[config.mk]
export PLATFORM = sky130hd
export DESIGN_NAME = soc_bus_top
export DESIGN_NICKNAME = d
export VERILOG_FILES = /design/src/soc_bus_pkg.sv /design/src/fetch_port.sv /design/src/load_store_port.sv /design/src/clint_timer.sv /design/src/bus_arbiter.sv /design/src/soc_bus_top.sv
export SDC_FILE = /design/constraint.sdc
export NUM_CORES = 1
export LEC_CHECK = 0
export BUFFER_PORTS_ARGS = -buffer_cell sky130_fd_sc_hd__buf_4
export CORE_MARGIN = 2
export CORE_UTILIZATION = 50
export DETAILED_ROUTE_END_ITERATION = 8
export PLACE_DENSITY = 0.8
export SYNTH_ARGS = -nofsm -noshare
export SYNTH_HDL_FRONTEND = slang
export SYNTH_SLANG_ARGS = --single-unit
[constraint.sdc]
create_clock -name clock -period 3.8 [get_ports clock]
set_input_delay 0.19 -clock clock [delete_from_list [all_inputs] [get_ports clock]]
set_output_delay 0.19 -clock clock [all_outputs]
set_load 0.1 [all_outputs]
[src/soc_bus_pkg.sv]
package soc_bus_pkg;

  typedef logic [31:0] addr_t;
  typedef logic [31:0] data_t;
  typedef logic [3:0]  strb_t;
  typedef logic [2:0]  size_t;   // AXI size code, 0 byte, 1 half, 2 word.
  typedef logic [1:0]  resp_t;
  typedef logic [63:0] mtime_t;
  typedef logic [1:0]  burst_t;
  typedef logic [3:0]  axi_id_t;

  localparam addr_t clint_mtime_lo_addr = 32'h0200_0048;
  localparam addr_t clint_mtime_hi_addr = 32'h0200_004c;

  localparam int unsigned fetch_beats = 2;   // one instruction pair per fetch.

  localparam size_t   size_word      = 3'd2;
  localparam resp_t   axi_resp_okay  = 2'b00;
  localparam burst_t  axi_burst_incr = 2'b01;
  localparam axi_id_t axi_id_zero    = 4'd0;

  typedef struct packed {
    addr_t      addr;
    size_t      size;
    logic [7:0] len;
    logic       valid;
  } ar_req_t;

  typedef struct packed {
    data_t data;
    resp_t resp;
    logic  last;
    logic  valid;
  } r_rsp_t;

  typedef struct packed {
    addr_t addr;
    size_t size;
    logic  valid;
  } aw_req_t;

  typedef struct packed {
    data_t data;
    strb_t strb;
    logic  valid;
  } w_req_t;

  typedef struct packed {
    resp_t resp;
    logic  valid;
  } b_rsp_t;

  typedef enum logic [1:0] {arb_idle, arb_fetch, arb_lsu} arb_state_e;

  typedef enum logic [1:0] {port_idle, port_addr, port_data, port_resp} port_state_e;

endpackage

[src/fetch_port.sv]
`timescale 1ns/1ps

module fetch_port (
  input  logic                  clock,
  input  logic                  reset,
  input  soc_bus_pkg::addr_t    req_addr,
  input  logic                  req_valid,
  output logic                  req_ready,
  output soc_bus_pkg::ar_req_t  ar,
  input  logic                  ar_ready,
  input  soc_bus_pkg::r_rsp_t   r,
  output logic                  r_ready,
  output soc_bus_pkg::r_rsp_t   rsp,
  input  logic                  rsp_ready,
  output logic                  enable
);
  import soc_bus_pkg::*;

  port_state_e state;
  addr_t       addr_q;
  logic [1:0]  beat_cnt;
  logic        r_fire;

  assign r_fire = (state == port_data) && r.valid && rsp_ready;

  always_ff @(posedge clock) begin
    if (reset) begin
      state    <= port_idle;
      beat_cnt <= 2'd0;
    end else begin
      case (state)
        port_idle: begin
          if (req_valid) begin
            state <= port_addr;
          end
        end
        port_addr: begin
          beat_cnt <= 2'd0;
          if (ar_ready) begin
            state <= port_data;
          end
        end
        port_data: begin
          if (r_fire) begin
            beat_cnt <= beat_cnt + 2'd1;
            if (r.last) begin
              state <= port_idle;   // enable falls and the arbiter lets go.
            end
          end
        end
        default: state <= port_idle;
      endcase
    end
  end

  always_ff @(posedge clock) begin
    if (state == port_idle && req_valid) begin
      addr_q <= {req_addr[31:2], 2'b00};
    end
  end

  assign req_ready = (state == port_idle);
  assign enable    = (state != port_idle);

  assign ar = '{addr: addr_q, size: size_word, len: 8'(fetch_beats - 1),
                valid: (state == port_addr)};

  // beats go straight through, so the requester's ready stalls the slave.
  assign r_ready = (state == port_data) && rsp_ready;
  assign rsp     = '{data: r.data, resp: r.resp, last: r.last,
                     valid: (state == port_data) && r.valid};

  a_last_on_final_beat: assert property (
    @(posedge clock) disable iff (reset)
    r_fire |-> (r.last == (beat_cnt == 2'(fetch_beats - 1)))
  ) else $error("fetch burst last does not match beat %0d", beat_cnt);

endmodule

[src/load_store_port.sv]
`timescale 1ns/1ps

module load_store_port (
  input  logic                  clock,
  input  logic                  reset,
  input  soc_bus_pkg::addr_t    req_addr,
  input  logic                  req_write,
  input  soc_bus_pkg::size_t    req_size,
  input  soc_bus_pkg::data_t    req_wdata,
  input  logic                  req_valid,
  output logic                  req_ready,
  output soc_bus_pkg::ar_req_t  ar,
  input  logic                  ar_ready,
  input  soc_bus_pkg::r_rsp_t   r,
  output logic                  r_ready,
  output soc_bus_pkg::aw_req_t  aw,
  input  logic                  aw_ready,
  output soc_bus_pkg::w_req_t   w,
  input  logic                  w_ready,
  input  soc_bus_pkg::b_rsp_t   b,
  output logic                  b_ready,
  output soc_bus_pkg::data_t    rsp_data,
  output soc_bus_pkg::resp_t    rsp_resp,
  output logic                  rsp_valid,
  input  logic                  rsp_ready,
  output logic                  enable
);
  import soc_bus_pkg::*;

  port_state_e state;
  addr_t       addr_q;
  size_t       size_q;
  logic        write_q;
  data_t       wdata_q;
  strb_t       strb_q;
  strb_t       strb_d;
  logic        aw_done;
  logic        w_done;
  logic        aw_fire;
  logic        w_fire;

  always_comb begin
    case (req_size)
      3'd0:    strb_d = strb_t'(4'b0001 << req_addr[1:0]);
      3'd1:    strb_d = strb_t'(4'b0011 << {req_addr[1], 1'b0});
      default: strb_d = 4'b1111;
    endcase
  end

  assign aw_fire = aw.valid && aw_ready;
  assign w_fire  = w.valid && w_ready;

  always_ff @(posedge clock) begin
    if (reset) begin
      state   <= port_idle;
      aw_done <= 1'b0;
      w_done  <= 1'b0;
    end else begin
      case (state)
        port_idle: begin
          aw_done <= 1'b0;
          w_done  <= 1'b0;
          if (req_valid) begin
            state <= port_addr;
          end
        end
        port_addr: begin
          if (write_q) begin
            // the slave may take AW and W in either order.
            if (aw_fire) begin
              aw_done <= 1'b1;
            end
            if (w_fire) begin
              w_done <= 1'b1;
            end
            if ((aw_done || aw_fire) && (w_done || w_fire)) begin
              state <= port_resp;
            end
          end else if (ar_ready) begin
            state <= port_data;
          end
        end
        port_data: begin
          if (r.valid && rsp_ready) begin
            state <= port_idle;
          end
        end
        port_resp: begin
          if (b.valid && rsp_ready) begin
            state <= port_idle;
          end
        end
        default: state <= port_idle;
      endcase
    end
  end

  always_ff @(posedge clock) begin
    if (state == port_idle && req_valid) begin
      addr_q  <= req_addr;
      size_q  <= req_size;
      write_q <= req_write;
      wdata_q <= req_wdata << {req_addr[1:0], 3'b000};   // move data onto its lane.
      strb_q  <= strb_d;
    end
  end

  assign req_ready = (state == port_idle);
  assign enable    = (state != port_idle);

  assign ar = '{addr: addr_q, size: size_q, len: 8'd0,
                valid: (state == port_addr) && !write_q};
  assign aw = '{addr: addr_q, size: size_q,
                valid: (state == port_addr) && write_q && !aw_done};
  assign w  = '{data: wdata_q, strb: strb_q,
                valid: (state == port_addr) && write_q && !w_done};

  assign r_ready   = (state == port_data) && rsp_ready;
  assign b_ready   = (state == port_resp) && rsp_ready;
  assign rsp_valid = ((state == port_data) && r.valid) || ((state == port_resp) && b.valid);
  assign rsp_data  = (state == port_data) ? r.data : '0;   // read data keeps its lane.
  assign rsp_resp  = (state == port_resp) ? b.resp : r.resp;

  a_strobe_matches_size: assert property (
    @(posedge clock) disable iff (reset)
    w.valid |-> ($countones(w.strb) == (1 << aw.size))
  ) else $error("write strobe %b does not fit size %0d", w.strb, aw.size);

endmodule

[src/clint_timer.sv]
`timescale 1ns/1ps

module clint_timer (
  input  logic                  clock,
  input  logic                  reset,
  input  soc_bus_pkg::ar_req_t  ar,
  output logic                  ar_ready,
  output soc_bus_pkg::r_rsp_t   r,
  input  logic                  r_ready
);
  import soc_bus_pkg::*;

  mtime_t mtime;
  data_t  rdata_q;
  logic   rvalid_q;
  logic   ar_fire;

  assign ar_fire = ar.valid && ar_ready;

  always_ff @(posedge clock) begin
    if (reset) begin
      mtime <= '0;
    end else begin
      mtime <= mtime + 64'd1;
    end
  end

  always_ff @(posedge clock) begin
    if (reset) begin
      rvalid_q <= 1'b0;
    end else if (ar_fire) begin
      rvalid_q <= 1'b1;
    end else if (r_ready) begin
      rvalid_q <= 1'b0;
    end
  end

  // the word is sampled at acceptance and held until the reader takes it.
  always_ff @(posedge clock) begin
    if (ar_fire) begin
      rdata_q <= (ar.addr == clint_mtime_hi_addr) ? mtime[63:32] : mtime[31:0];
    end
  end

  assign ar_ready = !rvalid_q;
  assign r        = '{data: rdata_q, resp: axi_resp_okay, last: 1'b1, valid: rvalid_q};

  a_clint_address: assert property (
    @(posedge clock) disable iff (reset)
    ar_fire |-> (ar.addr == clint_mtime_lo_addr || ar.addr == clint_mtime_hi_addr)
  ) else $error("timer read at %h is not an mtime word", ar.addr);

endmodule

[src/bus_arbiter.sv]
`timescale 1ns/1ps

module bus_arbiter (
  input  logic                  clock,
  input  logic                  reset,
  input  logic                  fetch_enable,
  input  logic                  lsu_enable,
  input  soc_bus_pkg::ar_req_t  fetch_ar,
  output logic                  fetch_ar_ready,
  output soc_bus_pkg::r_rsp_t   fetch_r,
  input  logic                  fetch_r_ready,
  input  soc_bus_pkg::ar_req_t  lsu_ar,
  output logic                  lsu_ar_ready,
  output soc_bus_pkg::r_rsp_t   lsu_r,
  input  logic                  lsu_r_ready,
  input  soc_bus_pkg::aw_req_t  lsu_aw,
  output logic                  lsu_aw_ready,
  input  soc_bus_pkg::w_req_t   lsu_w,
  output logic                  lsu_w_ready,
  output soc_bus_pkg::b_rsp_t   lsu_b,
  input  logic                  lsu_b_ready,
  output soc_bus_pkg::ar_req_t  clint_ar,
  input  logic                  clint_ar_ready,
  input  soc_bus_pkg::r_rsp_t   clint_r,
  output logic                  clint_r_ready,
  output soc_bus_pkg::ar_req_t  m_ar,
  output soc_bus_pkg::burst_t   m_ar_burst,
  output soc_bus_pkg::axi_id_t  m_ar_id,
  input  logic                  m_ar_ready,
  input  soc_bus_pkg::r_rsp_t   m_r,
  output logic                  m_r_ready,
  output soc_bus_pkg::aw_req_t  m_aw,
  output soc_bus_pkg::burst_t   m_aw_burst,
  output soc_bus_pkg::axi_id_t  m_aw_id,
  input  logic                  m_aw_ready,
  output soc_bus_pkg::w_req_t   m_w,
  output logic                  m_w_last,
  input  logic                  m_w_ready,
  input  soc_bus_pkg::b_rsp_t   m_b,
  output logic                  m_b_ready
);
  import soc_bus_pkg::*;

  arb_state_e state;
  logic       is_clint;
  logic       fetch_sel;
  logic       lsu_sel;
  logic       lsu_mem;
  logic       lsu_clint;

  always_ff @(posedge clock) begin
    if (reset) begin
      state    <= arb_idle;
      is_clint <= 1'b0;
    end else begin
      case (state)
        arb_idle: begin
          if (lsu_enable) begin
            state    <= arb_lsu;   // loads and stores win over fetch.
            is_clint <= lsu_ar.valid && (lsu_ar.addr == clint_mtime_lo_addr ||
                                         lsu_ar.addr == clint_mtime_hi_addr);
          end else if (fetch_enable) begin
            state <= arb_fetch;
          end
        end
        arb_fetch: begin
          if (!fetch_enable) begin
            state <= arb_idle;
          end
        end
        arb_lsu: begin
          if (!lsu_enable) begin
            state <= arb_idle;
          end
        end
        default: state <= arb_idle;
      endcase
    end
  end

  assign fetch_sel = (state == arb_fetch);
  assign lsu_sel   = (state == arb_lsu);
  assign lsu_mem   = lsu_sel && !is_clint;
  assign lsu_clint = lsu_sel && is_clint;

  always_comb begin
    m_ar       = fetch_sel ? fetch_ar : lsu_ar;
    m_ar.len   = fetch_sel ? 8'(fetch_beats - 1) : 8'd0;
    m_ar.valid = (fetch_sel && fetch_ar.valid) || (lsu_mem && lsu_ar.valid);

    clint_ar       = lsu_ar;
    clint_ar.valid = lsu_clint && lsu_ar.valid;

    fetch_r       = m_r;
    fetch_r.valid = fetch_sel && m_r.valid;

    lsu_r       = is_clint ? clint_r : m_r;
    lsu_r.valid = lsu_sel && (is_clint ? clint_r.valid : m_r.valid);

    m_aw       = lsu_aw;
    m_aw.valid = lsu_sel && lsu_aw.valid;
    m_w        = lsu_w;
    m_w.valid  = lsu_sel && lsu_w.valid;
    lsu_b       = m_b;
    lsu_b.valid = lsu_sel && m_b.valid;
  end

  assign m_ar_burst = axi_burst_incr;
  assign m_ar_id    = axi_id_zero;
  assign m_aw_burst = axi_burst_incr;
  assign m_aw_id    = axi_id_zero;
  assign m_w_last   = m_w.valid;   // writes are always one beat.

  assign fetch_ar_ready = fetch_sel && m_ar_ready;
  assign lsu_ar_ready   = lsu_sel && (is_clint ? clint_ar_ready : m_ar_ready);
  assign lsu_aw_ready   = lsu_sel && m_aw_ready;
  assign lsu_w_ready    = lsu_sel && m_w_ready;
  assign clint_r_ready  = lsu_clint && lsu_r_ready;
  assign m_r_ready      = fetch_sel ? fetch_r_ready : (lsu_mem && lsu_r_ready);
  assign m_b_ready      = lsu_sel && lsu_b_ready;

  a_clint_route: assert property (
    @(posedge clock) disable iff (reset)
    (lsu_sel && lsu_ar.valid) |->
      (is_clint == (lsu_ar.addr == clint_mtime_lo_addr ||
                    lsu_ar.addr == clint_mtime_hi_addr))
  ) else $error("load at %h is routed to the wrong slave", lsu_ar.addr);

  a_ar_held: assert property (
    @(posedge clock) disable iff (reset)
    (m_ar.valid && !m_ar_ready) |=> (m_ar.valid && $stable(m_ar))
  ) else $error("external read address changed before it was accepted");

endmodule

[src/soc_bus_top.sv]
`timescale 1ns/1ps

module soc_bus_top (
  input  logic                  clock,
  input  logic                  reset,
  input  soc_bus_pkg::addr_t    fetch_req_addr,
  input  logic                  fetch_req_valid,
  output logic                  fetch_req_ready,
  output soc_bus_pkg::r_rsp_t   fetch_rsp,
  input  logic                  fetch_rsp_ready,
  input  soc_bus_pkg::addr_t    lsu_req_addr,
  input  logic                  lsu_req_write,
  input  soc_bus_pkg::size_t    lsu_req_size,
  input  soc_bus_pkg::data_t    lsu_req_wdata,
  input  logic                  lsu_req_valid,
  output logic                  lsu_req_ready,
  output soc_bus_pkg::data_t    lsu_rsp_data,
  output soc_bus_pkg::resp_t    lsu_rsp_resp,
  output logic                  lsu_rsp_valid,
  input  logic                  lsu_rsp_ready,
  output soc_bus_pkg::ar_req_t  m_ar,
  output soc_bus_pkg::burst_t   m_ar_burst,
  output soc_bus_pkg::axi_id_t  m_ar_id,
  input  logic                  m_ar_ready,
  input  soc_bus_pkg::r_rsp_t   m_r,
  output logic                  m_r_ready,
  output soc_bus_pkg::aw_req_t  m_aw,
  output soc_bus_pkg::burst_t   m_aw_burst,
  output soc_bus_pkg::axi_id_t  m_aw_id,
  input  logic                  m_aw_ready,
  output soc_bus_pkg::w_req_t   m_w,
  output logic                  m_w_last,
  input  logic                  m_w_ready,
  input  soc_bus_pkg::b_rsp_t   m_b,
  output logic                  m_b_ready
);
  import soc_bus_pkg::*;

  logic    fetch_enable;
  logic    lsu_enable;
  ar_req_t fetch_ar;
  logic    fetch_ar_ready;
  r_rsp_t  fetch_r;
  logic    fetch_r_ready;
  ar_req_t lsu_ar;
  logic    lsu_ar_ready;
  r_rsp_t  lsu_r;
  logic    lsu_r_ready;
  aw_req_t lsu_aw;
  logic    lsu_aw_ready;
  w_req_t  lsu_w;
  logic    lsu_w_ready;
  b_rsp_t  lsu_b;
  logic    lsu_b_ready;
  ar_req_t clint_ar;
  logic    clint_ar_ready;
  r_rsp_t  clint_r;
  logic    clint_r_ready;

  fetch_port fetch_port_i (
    .clock     (clock),
    .reset     (reset),
    .req_addr  (fetch_req_addr),
    .req_valid (fetch_req_valid),
    .req_ready (fetch_req_ready),
    .ar        (fetch_ar),
    .ar_ready  (fetch_ar_ready),
    .r         (fetch_r),
    .r_ready   (fetch_r_ready),
    .rsp       (fetch_rsp),
    .rsp_ready (fetch_rsp_ready),
    .enable    (fetch_enable)
  );

  load_store_port load_store_port_i (
    .clock     (clock),
    .reset     (reset),
    .req_addr  (lsu_req_addr),
    .req_write (lsu_req_write),
    .req_size  (lsu_req_size),
    .req_wdata (lsu_req_wdata),
    .req_valid (lsu_req_valid),
    .req_ready (lsu_req_ready),
    .ar        (lsu_ar),
    .ar_ready  (lsu_ar_ready),
    .r         (lsu_r),
    .r_ready   (lsu_r_ready),
    .aw        (lsu_aw),
    .aw_ready  (lsu_aw_ready),
    .w         (lsu_w),
    .w_ready   (lsu_w_ready),
    .b         (lsu_b),
    .b_ready   (lsu_b_ready),
    .rsp_data  (lsu_rsp_data),
    .rsp_resp  (lsu_rsp_resp),
    .rsp_valid (lsu_rsp_valid),
    .rsp_ready (lsu_rsp_ready),
    .enable    (lsu_enable)
  );

  bus_arbiter bus_arbiter_i (.*);   // internal wires carry the arbiter's port names.

  clint_timer clint_timer_i (
    .clock    (clock),
    .reset    (reset),
    .ar       (clint_ar),
    .ar_ready (clint_ar_ready),
    .r        (clint_r),
    .r_ready  (clint_r_ready)
  );

endmodule

* Word-level counts from Yosys, hierarchy flattened
Index checks and enable logic that the tools add are counted.
Word-level totals: bits in registers 208, bits in latches 0, bits in writable memories 0, bits in read-only memories 0, input port bits 148, output and inout port bits 205, memories kept 0
Cells by class: $add $sub $neg 1, multiply operators 0, div/mod/pow operators 0, order comparisons 0, equality and inequality tests 25, shifts and indexed selects 3, mux-type cells 35, bitwise operators 0, reduce and logical (&&, ||, !) cells 61
Operators with widths (count):
- 64-bit by 1-bit adder with 64-bit output (second input constant) | 1
- 32-bit by 26-bit == test with 1-bit output (second input constant) | 2
- 32-bit 2-to-1 mux | 2
- 44-bit 2-to-1 mux | 1
- 1-bit logical AND | 37
- 36-bit 2-to-1 mux | 1
- 32-bit by 5-bit << shifter with 32-bit output | 1
- 2-bit 2-to-1 mux | 15
- 2-bit by 1-bit inequality test with 1-bit output (second input constant) | 6
- 2-bit inequality test (second input constant) | 6
- 2-bit case mux with 3 select lines | 2
- 1-bit 2-to-1 mux | 10
- 3-bit AND reduction | 3
- 2-bit == test (second input constant) | 4
- 2-bit case mux with 4 select lines | 1
- 4-bit case mux with 2 select lines | 1
- 2-bit nonzero test | 4
- 2-bit by 1-bit == test with 1-bit output (second input constant) | 3
- 2-bit logical NOT | 3
- 3-bit by 1-bit inequality test with 1-bit output (second input constant) | 2
- 1-bit logical NOT | 5
- 1-bit logical OR | 5
- 5-bit AND reduction | 1
- 1-bit case mux with 2 select lines | 2
- other kinds (7) | 7

* Logic depth before layout (Yosys ltp)
Gate-level depths: netlist of the first run.
depth after elaboration 9, mapped depth 8, mapped depth without buffers 6

* Hierarchy
A second synthesis of the first run with hierarchy kept.
Unflattened totals: cells, all modules 1191, area, all modules 12006.5 µm²
By module, submodules not included:
- clint_timer | times used 1, cells each 443, area an instance 4486.8 µm²
- load_store_port | times used 1, cells each 281, area an instance 3588.4 µm²
- bus_arbiter | times used 1, cells each 372, area an instance 2522.4 µm²
- fetch_port | times used 1, cells each 95, area an instance 1408.9 µm²

* Worst setup path after synthesis of the first run
Ideal clock, no wire load.
path type register -> register, from register load_store_port_i.state[1], to register load_store_port_i.addr_q[0] (enable), library setup time 0.437 ns, arrival time 3.741 ns, data required time 3.363 ns, slack -0.378 ns, stages on the path, launching flop included 4, path buffers 1, clock period less this slack 4.178 ns, cells stage by stage dfxtp_1 -> clkbuf_1 -> nor2_1 -> and2_1
Between the ends: word-level cells in the longest chain between the ends 2
RTL lines:
- from (decl) | RTL line load_store_port.sv:30 | port_state_e state;
- from (signal assigned) | RTL line load_store_port.sv:55 | state <= port_idle;
- from (signal assigned) | RTL line load_store_port.sv:64 | state <= port_addr;
- from (signal assigned) | RTL line load_store_port.sv:77 | state <= port_resp;
- 2-bit logical NOT
- via lsu_req_ready | RTL line soc_bus_top.sv:16 | output logic lsu_req_ready,
- 1-bit logical AND | RTL line load_store_port.sv:99 | if (state == port_idle && req_valid) begin
- to (signal assigned) | RTL line load_store_port.sv:100 | addr_q <= req_addr;
- to (decl) | RTL line load_store_port.sv:31 | addr_t addr_q;
The timed path passes the listed nets, and every way through them passes these cells. A chain may end at the register's enable or synchronous reset.

* Worst setup path in the final report of the first run
from register bus_arbiter_i.state[0], to output port m_r_ready
Between the ends: word-level cells in the longest chain between the ends 4, elaborated cells between the ends (all ways) 5, classes of those cells 2 x eq/ne; 1 x mux; 2 x reduce/logical
RTL lines:
- from (decl) | RTL line bus_arbiter.sv:44 | arb_state_e state;
- from (signal assigned) | RTL line bus_arbiter.sv:53 | state <= arb_idle;
- from (signal assigned) | RTL line bus_arbiter.sv:59 | state <= arb_lsu;
- from (signal assigned) | RTL line bus_arbiter.sv:63 | state <= arb_fetch;
- 2-bit == test | RTL line bus_arbiter.sv:82 | assign lsu_sel = (state == arb_lsu);
- 1-bit logical AND | RTL line bus_arbiter.sv:83 | assign lsu_mem = lsu_sel && !is_clint;
- 1-bit logical AND | RTL line bus_arbiter.sv:119 | assign m_r_ready = fetch_sel ? fetch_r_ready : (lsu_mem && lsu_r_ready);
- 1-bit 2-to-1 mux * | RTL line bus_arbiter.sv:119
- to (decl) | RTL line soc_bus_top.sv:26 | output logic m_r_ready,
Every way passes the cells marked *; elsewhere a longest branch is shown, timed or not.

==> flow_summary.toml, run 1 <==
[clock_network]
clk_latency_ns = 0.52
root_buffer = "clkbuf_16"
cts_tree = "done"
htree_levels = 1
cts.clk_slew.worst_paths_ns = 0.06
cts_resized = 0
clockBufferDepth = 3
cts_buffers = 23
cts_sinks = 208

[global_routing]
grt_busiest_layer = "met2"
met2_usage_pct = 47.9
gr-usage-all-layers_pct = 26.8
use_met1_pct = 32.3
grt_pass1_vias = 8279
met3_usage_pct = 4.81
grt_max_degree = 80
gr-total-overflow = 0
grt_pass1_wl_microns = 45400
antenna_found_initial = 0

[synth]
synth_edf_count = 134
syn_avg_cell_area_sq_um = 11.3
yosys_warnings = 0
synth_area_leaders = "edfxtp_1 (40%), dfxtp_1 (15%), mux2_2 (7.5%)"
synth.cell_area_sq_um = 9940
ys.flop_type = "edfxtp_1"
ys_ff_latch = 208
netlist_instances = 883
synthTopCellsByCount = "edfxtp_1 (134), nor2_1 (99), dfxtp_1 (74)"
netlist.top_cell.by_area = "edfxtp_1"
synth_most_common_cell = "edfxtp_1"
ys_types = 48
yosys.area.top_type_share_pct = 40.5
ys_seq_area_share_pct = 55.4
synth-async-reset-ratio_pct = 0

[cells_and_area]
antennaDiodeCount = 0
nNetsFinal = 1386
area_growth_pct = 39.3
drive_above_1_share_pct = 36.5

[critical_path]
rr_worst_depth = 5
crit_required_ns = 3.61
crit_path_start_kind = "flop"
setup.worst_path.start = "bus_arbiter_i.state[0]$_SDFFE_PP0P_"
ff2ff_setup_slack_ns = 1.13
path_class = "reg -> out"
path_max_fanout = 41
worstPathArrival_ns = 2.65
r2r-start = "bus_arbiter_i.state[0]$_SDFFE_PP0P_"
r2r-end = "fetch_port_i.state[0]$_SDFFE_PP0P_"
worstSetupEndpoint = "m_r_ready"
crit_path_end_kind = "output pin"

[routing]
drt_wl_total_microns = 29400
vias = 8325
drt_iter0_drc = 593
drc_errors = 0
wl_per_cell_microns = 19.4
firstDrtPassIters = 5
via_per_inst = 5.48
detail-route-antenna-nets = 0

[worst_hold_path]
worstHoldStart = "lsu_req_wdata[2]"
hold_class = "in -> reg"
hold-path-cell-count = 2

[sta]
min_period_ns = 2.84
fmax_ghz = 0.352
worst_slew_margin_rel_pct = 22.1
worst_pin_slew_ns = 1.17
fin_worst_skew_ns = 0.0226
fin_crit_sh_pct = 74.8
setup_viol = 0
timing_hold_violations_final = 0
slew_viol_final = 0
rsz0062_at_grt = "false"
tns_ns = 0

[floorplanning]
die_area_sq_um = 21000
die_h_microns = 145
initial_core_util_pct = 51.1
core_area_sq_um = 19500
ios = 353
die_w_microns = 145
num_rows = 51

[power_and_ir_drop]
powerDensity_nw_per_um2 = 628
ir_worst_vdd_mv = 0.524
power_mw = 8.70
power_leakage_nw = 5.43

[placement]
portBuffers = 331
dp.final_hpwl_microns = 18700
place_congestion = 0.849

[flow_run]
maxCapViolCount = 0

[outcome]
status = "finished clean"
==> cells in the final DEF (no fill, tap or decap), types with 11 or more instances in the layout <==
| cell type | synthesis | layout |
|---|---|---|
| a21oi_1 | 40 | 40 |
| and2_1 | 15 | 14 |
| buf_4 | 56 | 339 |
| clkbuf_16 | 0 | 24 |
| conb_1 | 2 | 19 |
| dfxtp_1 | 74 | 73 |
| dlygate4sd3_1 | 0 | 77 |
| edfxtp_1 | 134 | 134 |
| mux2_2 | 66 | 66 |
| mux2i_1 | 48 | 48 |
| nand2_1 | 34 | 34 |
| nand3_1 | 28 | 28 |
| nand4_1 | 24 | 24 |
| nor2_1 | 99 | 99 |
| nor2b_1 | 21 | 20 |
| nor3_1 | 11 | 11 |
| o21ai_0 | 23 | 23 |
| o31ai_1 | 14 | 14 |
| or3_1 | 16 | 16 |
| or4_1 | 13 | 13 |
| xnor2_1 | 13 | 13 |
| xor2_1 | 19 | 19 |
==> how the worst min path moves through the flow <==
stage and end:
2_1_floorplan fetch_port_i.addr_q[10]$_DFFE_PP_, 3_3_place_gp fetch_port_i.addr_q[30]$_DFFE_PP_, 3_5_place_dp load_store_port_i.addr_q[8]$_DFFE_PP_, 4_1_cts load_store_port_i.wdata_q[13]$_SDFFCE_PP0P_, 5_1_grt load_store_port_i.wdata_q[11]$_SDFFCE_PP0P_, 6_report load_store_port_i.wdata_q[2]$_SDFFCE_PP0P_
==> state kept, by name, indices dropped and copies added, names as in the netlist, 2 cells and up <==
signal / count
fetch_port_i.addr_q: 30
load_store_port_i.addr_q: 32
fetch_port_i.state: 2
load_store_port_i.state: 2
load_store_port_i.size_q: 3
load_store_port_i.strb_q: 4
bus_arbiter_i.state: 2
clint_timer_i.mtime: 64
load_store_port_i.wdata_q: 32
clint_timer_i.rdata_q: 32
==> power breakdown <==
part           total [mW]  internal [mW]  switching [mW]
Clock                2.31           1.41           0.907
Sequential           2.79           2.66           0.133
Combinational        3.60          0.698            2.90
==> stage by stage <==
step           std cells  setup slack, ns  cell area (sq um)  hold WS [ns]  utilization, %
2_1_floorplan        900            0.342              10000         0.289               -
3_3_place_gp        1400             1.32              12300         0.368            63.1
3_5_place_dp        1400             1.24              12300         0.369            63.1
4_1_cts             1519             1.02              13800      0.000486            71.1
5_1_grt             1519            0.818              13800        0.0328            71.1
6_report            1519            0.959              13800       0.00890            71.1
==> cell type report <==
cell class | count | area, sq um
Timing Repair Buffer | 416 | 3320
Fill cell | 1369 | 5620
Sequential cell | 208 | 5510
Tap cell | 265 | 332
Clock buffer | 34 | 698
Inverter | 10 | 37.5
Multi-Input combinational cell | 578 | 3860
Clock inverter | 8 | 92.6
==> what timing repair did <==
item                                   CTS  global route
buffers inserted                         0             0
endpoints found under the hold margin   80             0
hold buffers                            77             0
==> cell families (layout without fill, tap and decap cells) <==
kind of cell | after synthesis | after routing | synth area share, %
flip-flops | 208 | 208 | 55.4
buffers and inverters | 114 | 468 | 6.46
adder cells (fa/ha/maj) | 1 | 1 | 0.126
other | 2 | 19 | 0.0756
XOR/XNOR | 32 | 32 | 2.82
multiplexers | 114 | 114 | 12.3
AO/OA/AOI/OAI | 107 | 107 | 6.45
AND/OR/NAND/NOR | 305 | 305 | 16.4
==> worst max-delay path: stages (launching register included) <==
cell and delay, ns:
dfxtp_1 0.43, nor2b_4 0.98, nand4b_1 0.25, o31ai_1 0.14
buf_4 0.33
==> routing by layer <==
metal	vias up	routed length, microns
met5	-	0
met4	0	1120
met3	69	1770
met2	360	15000
met1	4022	11500
li1	3874	-
Power figures use the tool's default switching activity.
==> run 2, diff against run 1 <==
--- a/config.mk
+++ b/config.mk
@@ -5,9 +5,10 @@
 export SDC_FILE = /design/constraint.sdc
 export NUM_CORES = 1
 export LEC_CHECK = 0
+export ABC_AREA = 1
 export BUFFER_PORTS_ARGS = -buffer_cell sky130_fd_sc_hd__buf_4
 export CORE_MARGIN = 2
-export CORE_UTILIZATION = 50
+export CORE_UTILIZATION = 51
 export DETAILED_ROUTE_END_ITERATION = 8
 export PLACE_DENSITY = 0.8
 export SYNTH_ARGS = -nofsm -noshare
==> constraint.sdc (replaced) <==
create_clock -name clock -period 2.74 [get_ports clock]
set_input_delay 0.137 -clock clock [delete_from_list [all_inputs] [get_ports clock]]
set_output_delay 0.137 -clock clock [all_outputs]
set_load 0.1 [all_outputs]
==> run 2 against run 1 <==
Clock power up 25%; register-to-register slack lost 0.41 ns; clock skew down 0.0055 ns; cell count increased by 33%; critical path depth grew 2; count of clock-buffer cells in the layout is 1 higher; final area is 6.5% higher; non-clock buffer count is 20 higher; worst hold slack improved by 0.0029 ns; combinational power increased by 78%; critical endpoint is now m_ar[26]; largest cell class unchanged; largest power group unchanged; highest routed layer unchanged.
==> flow_summary.toml, run 2 <==
[global_routing]
grt_pass1_vias = 10400
antenna_found_initial = 2
gr-usage-all-layers_pct = 33.6
grt_pass1_wl_microns = 57200
gr-total-overflow = 0
grt_max_degree = 73

[critical_path]
max_stage_delay_ns = 0.75
r2r-start = "bus_arbiter_i.state[0]$_SDFFE_PP0P_"
crit_required_ns = 2.60
path_cells = "inv_1 > nor2_2 > inv_1 > nand2_1 > nand2_1 > buf_4"
path_class = "reg -> out"
setup.worst_path.start = "bus_arbiter_i.state[0]$_SDFFE_PP0P_"
crit_family = "buffers and inverters"
r2r-end = "clint_timer_i.rdata_q[11]$_DFFE_PP_"
worst_path_max_delay_cell = "inv_1"
crit_path_start_kind = "flop"
worstSetupEndpoint = "m_ar[26]"
cp_num_buf_inv = 3
ff2ff_setup_slack_ns = 0.72
path_max_fanout = 30
path_depth = 6
crit_path_end_kind = "output pin"
worstPathArrival_ns = 2.42
rr_worst_depth = 8

[sta]
fmax_ghz = 0.392
timing_hold_violations_final = 0
whs_ns = 0.0117
setup_viol = 0
rsz0062_at_grt = "false"
worst_pin_slew_ns = 1.04
fin_worst_skew_ns = 0.0171
worst_slew_margin_rel_pct = 30.6
min_period_ns = 2.55
tns_ns = 0
slew_viol_final = 0
fin_crit_sh_pct = 93.2

[clock_network]
htree_levels = 1
clk_latency_ns = 0.51
cts_sinks = 208
cts.clk_slew.worst_paths_ns = 0.07
cts_tree = "done"
clockBufferDepth = 3
root_buffer = "clkbuf_16"
cts_buffers = 23
cts_setup_buffers = 0

[floorplanning]
num_rows = 52
core_area_sq_um = 20400
die_area_sq_um = 22100
die_h_microns = 149
ios = 353
die_w_microns = 149
initial_core_util_pct = 52.5

[outcome]
status = "finished clean"

[synth]
netlist_instances = 1355
netlist.top_cell.by_area = "edfxtp_1"
synthAdderAreaFrac_pct = 0.117
synth-async-reset-ratio_pct = 0
ys_types = 37
syn_avg_cell_area_sq_um = 7.88
synth.area.mux_share_pct = 0
synth_most_common_cell = "nand2_1"
synth-xor-area-share_pct = 0.656
synthSimpleGateAreaFrac_pct = 31.2
yosys_warnings = 0
ys_ff_latch = 208
synth_edf_count = 134
synth.cell_area_sq_um = 10700
synth_top_family_by_area = "simple AND/OR/NAND/NOR gates"
synthTopCellsByCount = "nand2_1 (448), nor2_1 (195), edfxtp_1 (134)"
synth-compound-area-share_pct = 7.70
yosys.area.top_type_share_pct = 37.7
synth_area_leaders = "edfxtp_1 (38%), nand2_1 (16%), dfxtp_1 (14%)"
ys.flop_type = "edfxtp_1"
ys_seq_area_share_pct = 51.5

[cells_and_area]
regMostFlops = "clint_timer_i.mtime"
nNetsFinal = 1883
drive_above_1_share_pct = 24.3
layout_commonest_cell = "nand2_1"
area_growth_pct = 38.1
largest_reg_flops = 64
most-common-layout-cells = "nand2_1 (448), buf_4 (343), nor2_1 (190)"

[routing]
drt_iter0_drc = 891
drt_wl_total_microns = 38100
firstDrtPassIters = 6
via_per_inst = 5.42
vias = 11000
detail-route-antenna-nets = 0
wl_per_cell_microns = 18.9
drc_errors = 0

[power_and_ir_drop]
power_leakage_nw = 5.94
powerDensity_nw_per_um2 = 895
ir_worst_vdd_mv = 0.682

[placement]
dp.final_hpwl_microns = 26200
place_congestion = 0.986
portBuffers = 331

[worst_hold_path]
worstHoldStart = "lsu_req_wdata[16]"
hold_class = "in -> reg"

[flow_run]
maxCapViolCount = 0
==> run 2: cell types whose count changed in the layout (fill, tap and decap cells not counted), sizes merged, moves of 21 or more <==
cell / previous run / this run
nand2: 34 / 460
mux2: 66 / 0
nor2b: 21 / 0
inv: 11 / 89
nand3: 28 / 83
nor2: 99 / 216
a21oi: 40 / 87
mux2i: 48 / 0
==> run 2: cells by family (layout without fill, tap and decap cells) <==
logic type	Yosys count	after routing
fa+ha+maj	1	1
other cells	2	21
flops	208	208
xor+xnor	8	8
buf+inv	190	568
simple gates	797	797
compound gates	149	149
==> run 2: power breakdown <==
part / total [mW] / switching, mW / internal [mW]
Clock: 2.89 / 1.23 / 1.66
Combinational: 6.42 / 5.25 / 1.17
Sequential: 3.89 / 0.167 / 3.72
==> run 2: repair_timing <==
| action | 4_1_cts | 5_1_grt |
|---|---|---|
| hold endpoints to repair | 98 | 0 |
| endpoints found under the setup margin | 0 | 0 |
| hold buffers | 91 | 0 |
| resized for setup | 0 | 0 |
==> run 2: cell type report <==
cell class                 count  area [sq um]
fill                        1465          5620
sequential                   208          5510
multi-input combinational    974          4340
timing repair buffer         436          3530
clock buffer                  35           661
inverter                      91           342
tap                          270           338
clock inverter                 6          32.5
antenna                        2          5.00
==> run 2: worst register-to-register path, stage by stage (launching register included) <==
cell and delay (ns):
dfxtp_1 0.33, inv_1 0.13, nand2_1 0.20, nor2_1 0.14
inv_1 0.06, nor2_1 0.09, nand2_1 0.07, inv_1 0.43
buf_12 0.25
==> run 2: metal layers <==
| metal | global-route usage (%) | vias to the layer above | wire length (microns) |
|---|---|---|---|
| met5 | 0 | - | 0 |
| met4 | 15.7 | 0 | 2010 |
| met3 | 7.94 | 127 | 3850 |
| met2 | 54.9 | 617 | 17900 |
| met1 | 42.3 | 5110 | 14400 |
| li1 | - | 5112 | - |
==> run 2: stage by stage <==
step                util (%)  total power [mW]  setup WS [ns]  instance area (sq um)  instances
finish                  72.4              13.2          0.186                  14700       2022
detailed placement      64.5              10.2          0.754                  13100       1888
global placement        64.5              10.1          0.821                  13100       1888
floorplan                  -              8.78       -0.00924                  10800       1372
CTS                     72.4              13.1          0.255                  14700       2020
global route            72.4              13.5         0.0798                  14700       2022
==> run 2: worst min path at each step <==
stage,end,slack [ns],depth (start not counted)
after detailed placement,load_store_port_i.addr_q[8]$_DFFE_PP_,0.32,1
after global placement,load_store_port_i.addr_q[10]$_DFFE_PP_,0.32,1
after global routing,load_store_port_i.wdata_q[16]$_DFFE_PP_,0.02,3
after floorplan,fetch_port_i.addr_q[10]$_DFFE_PP_,0.24,0
final,load_store_port_i.wdata_q[16]$_DFFE_PP_,0.01,3
after CTS,load_store_port_i.wdata_q[16]$_DFFE_PP_,0.005,3
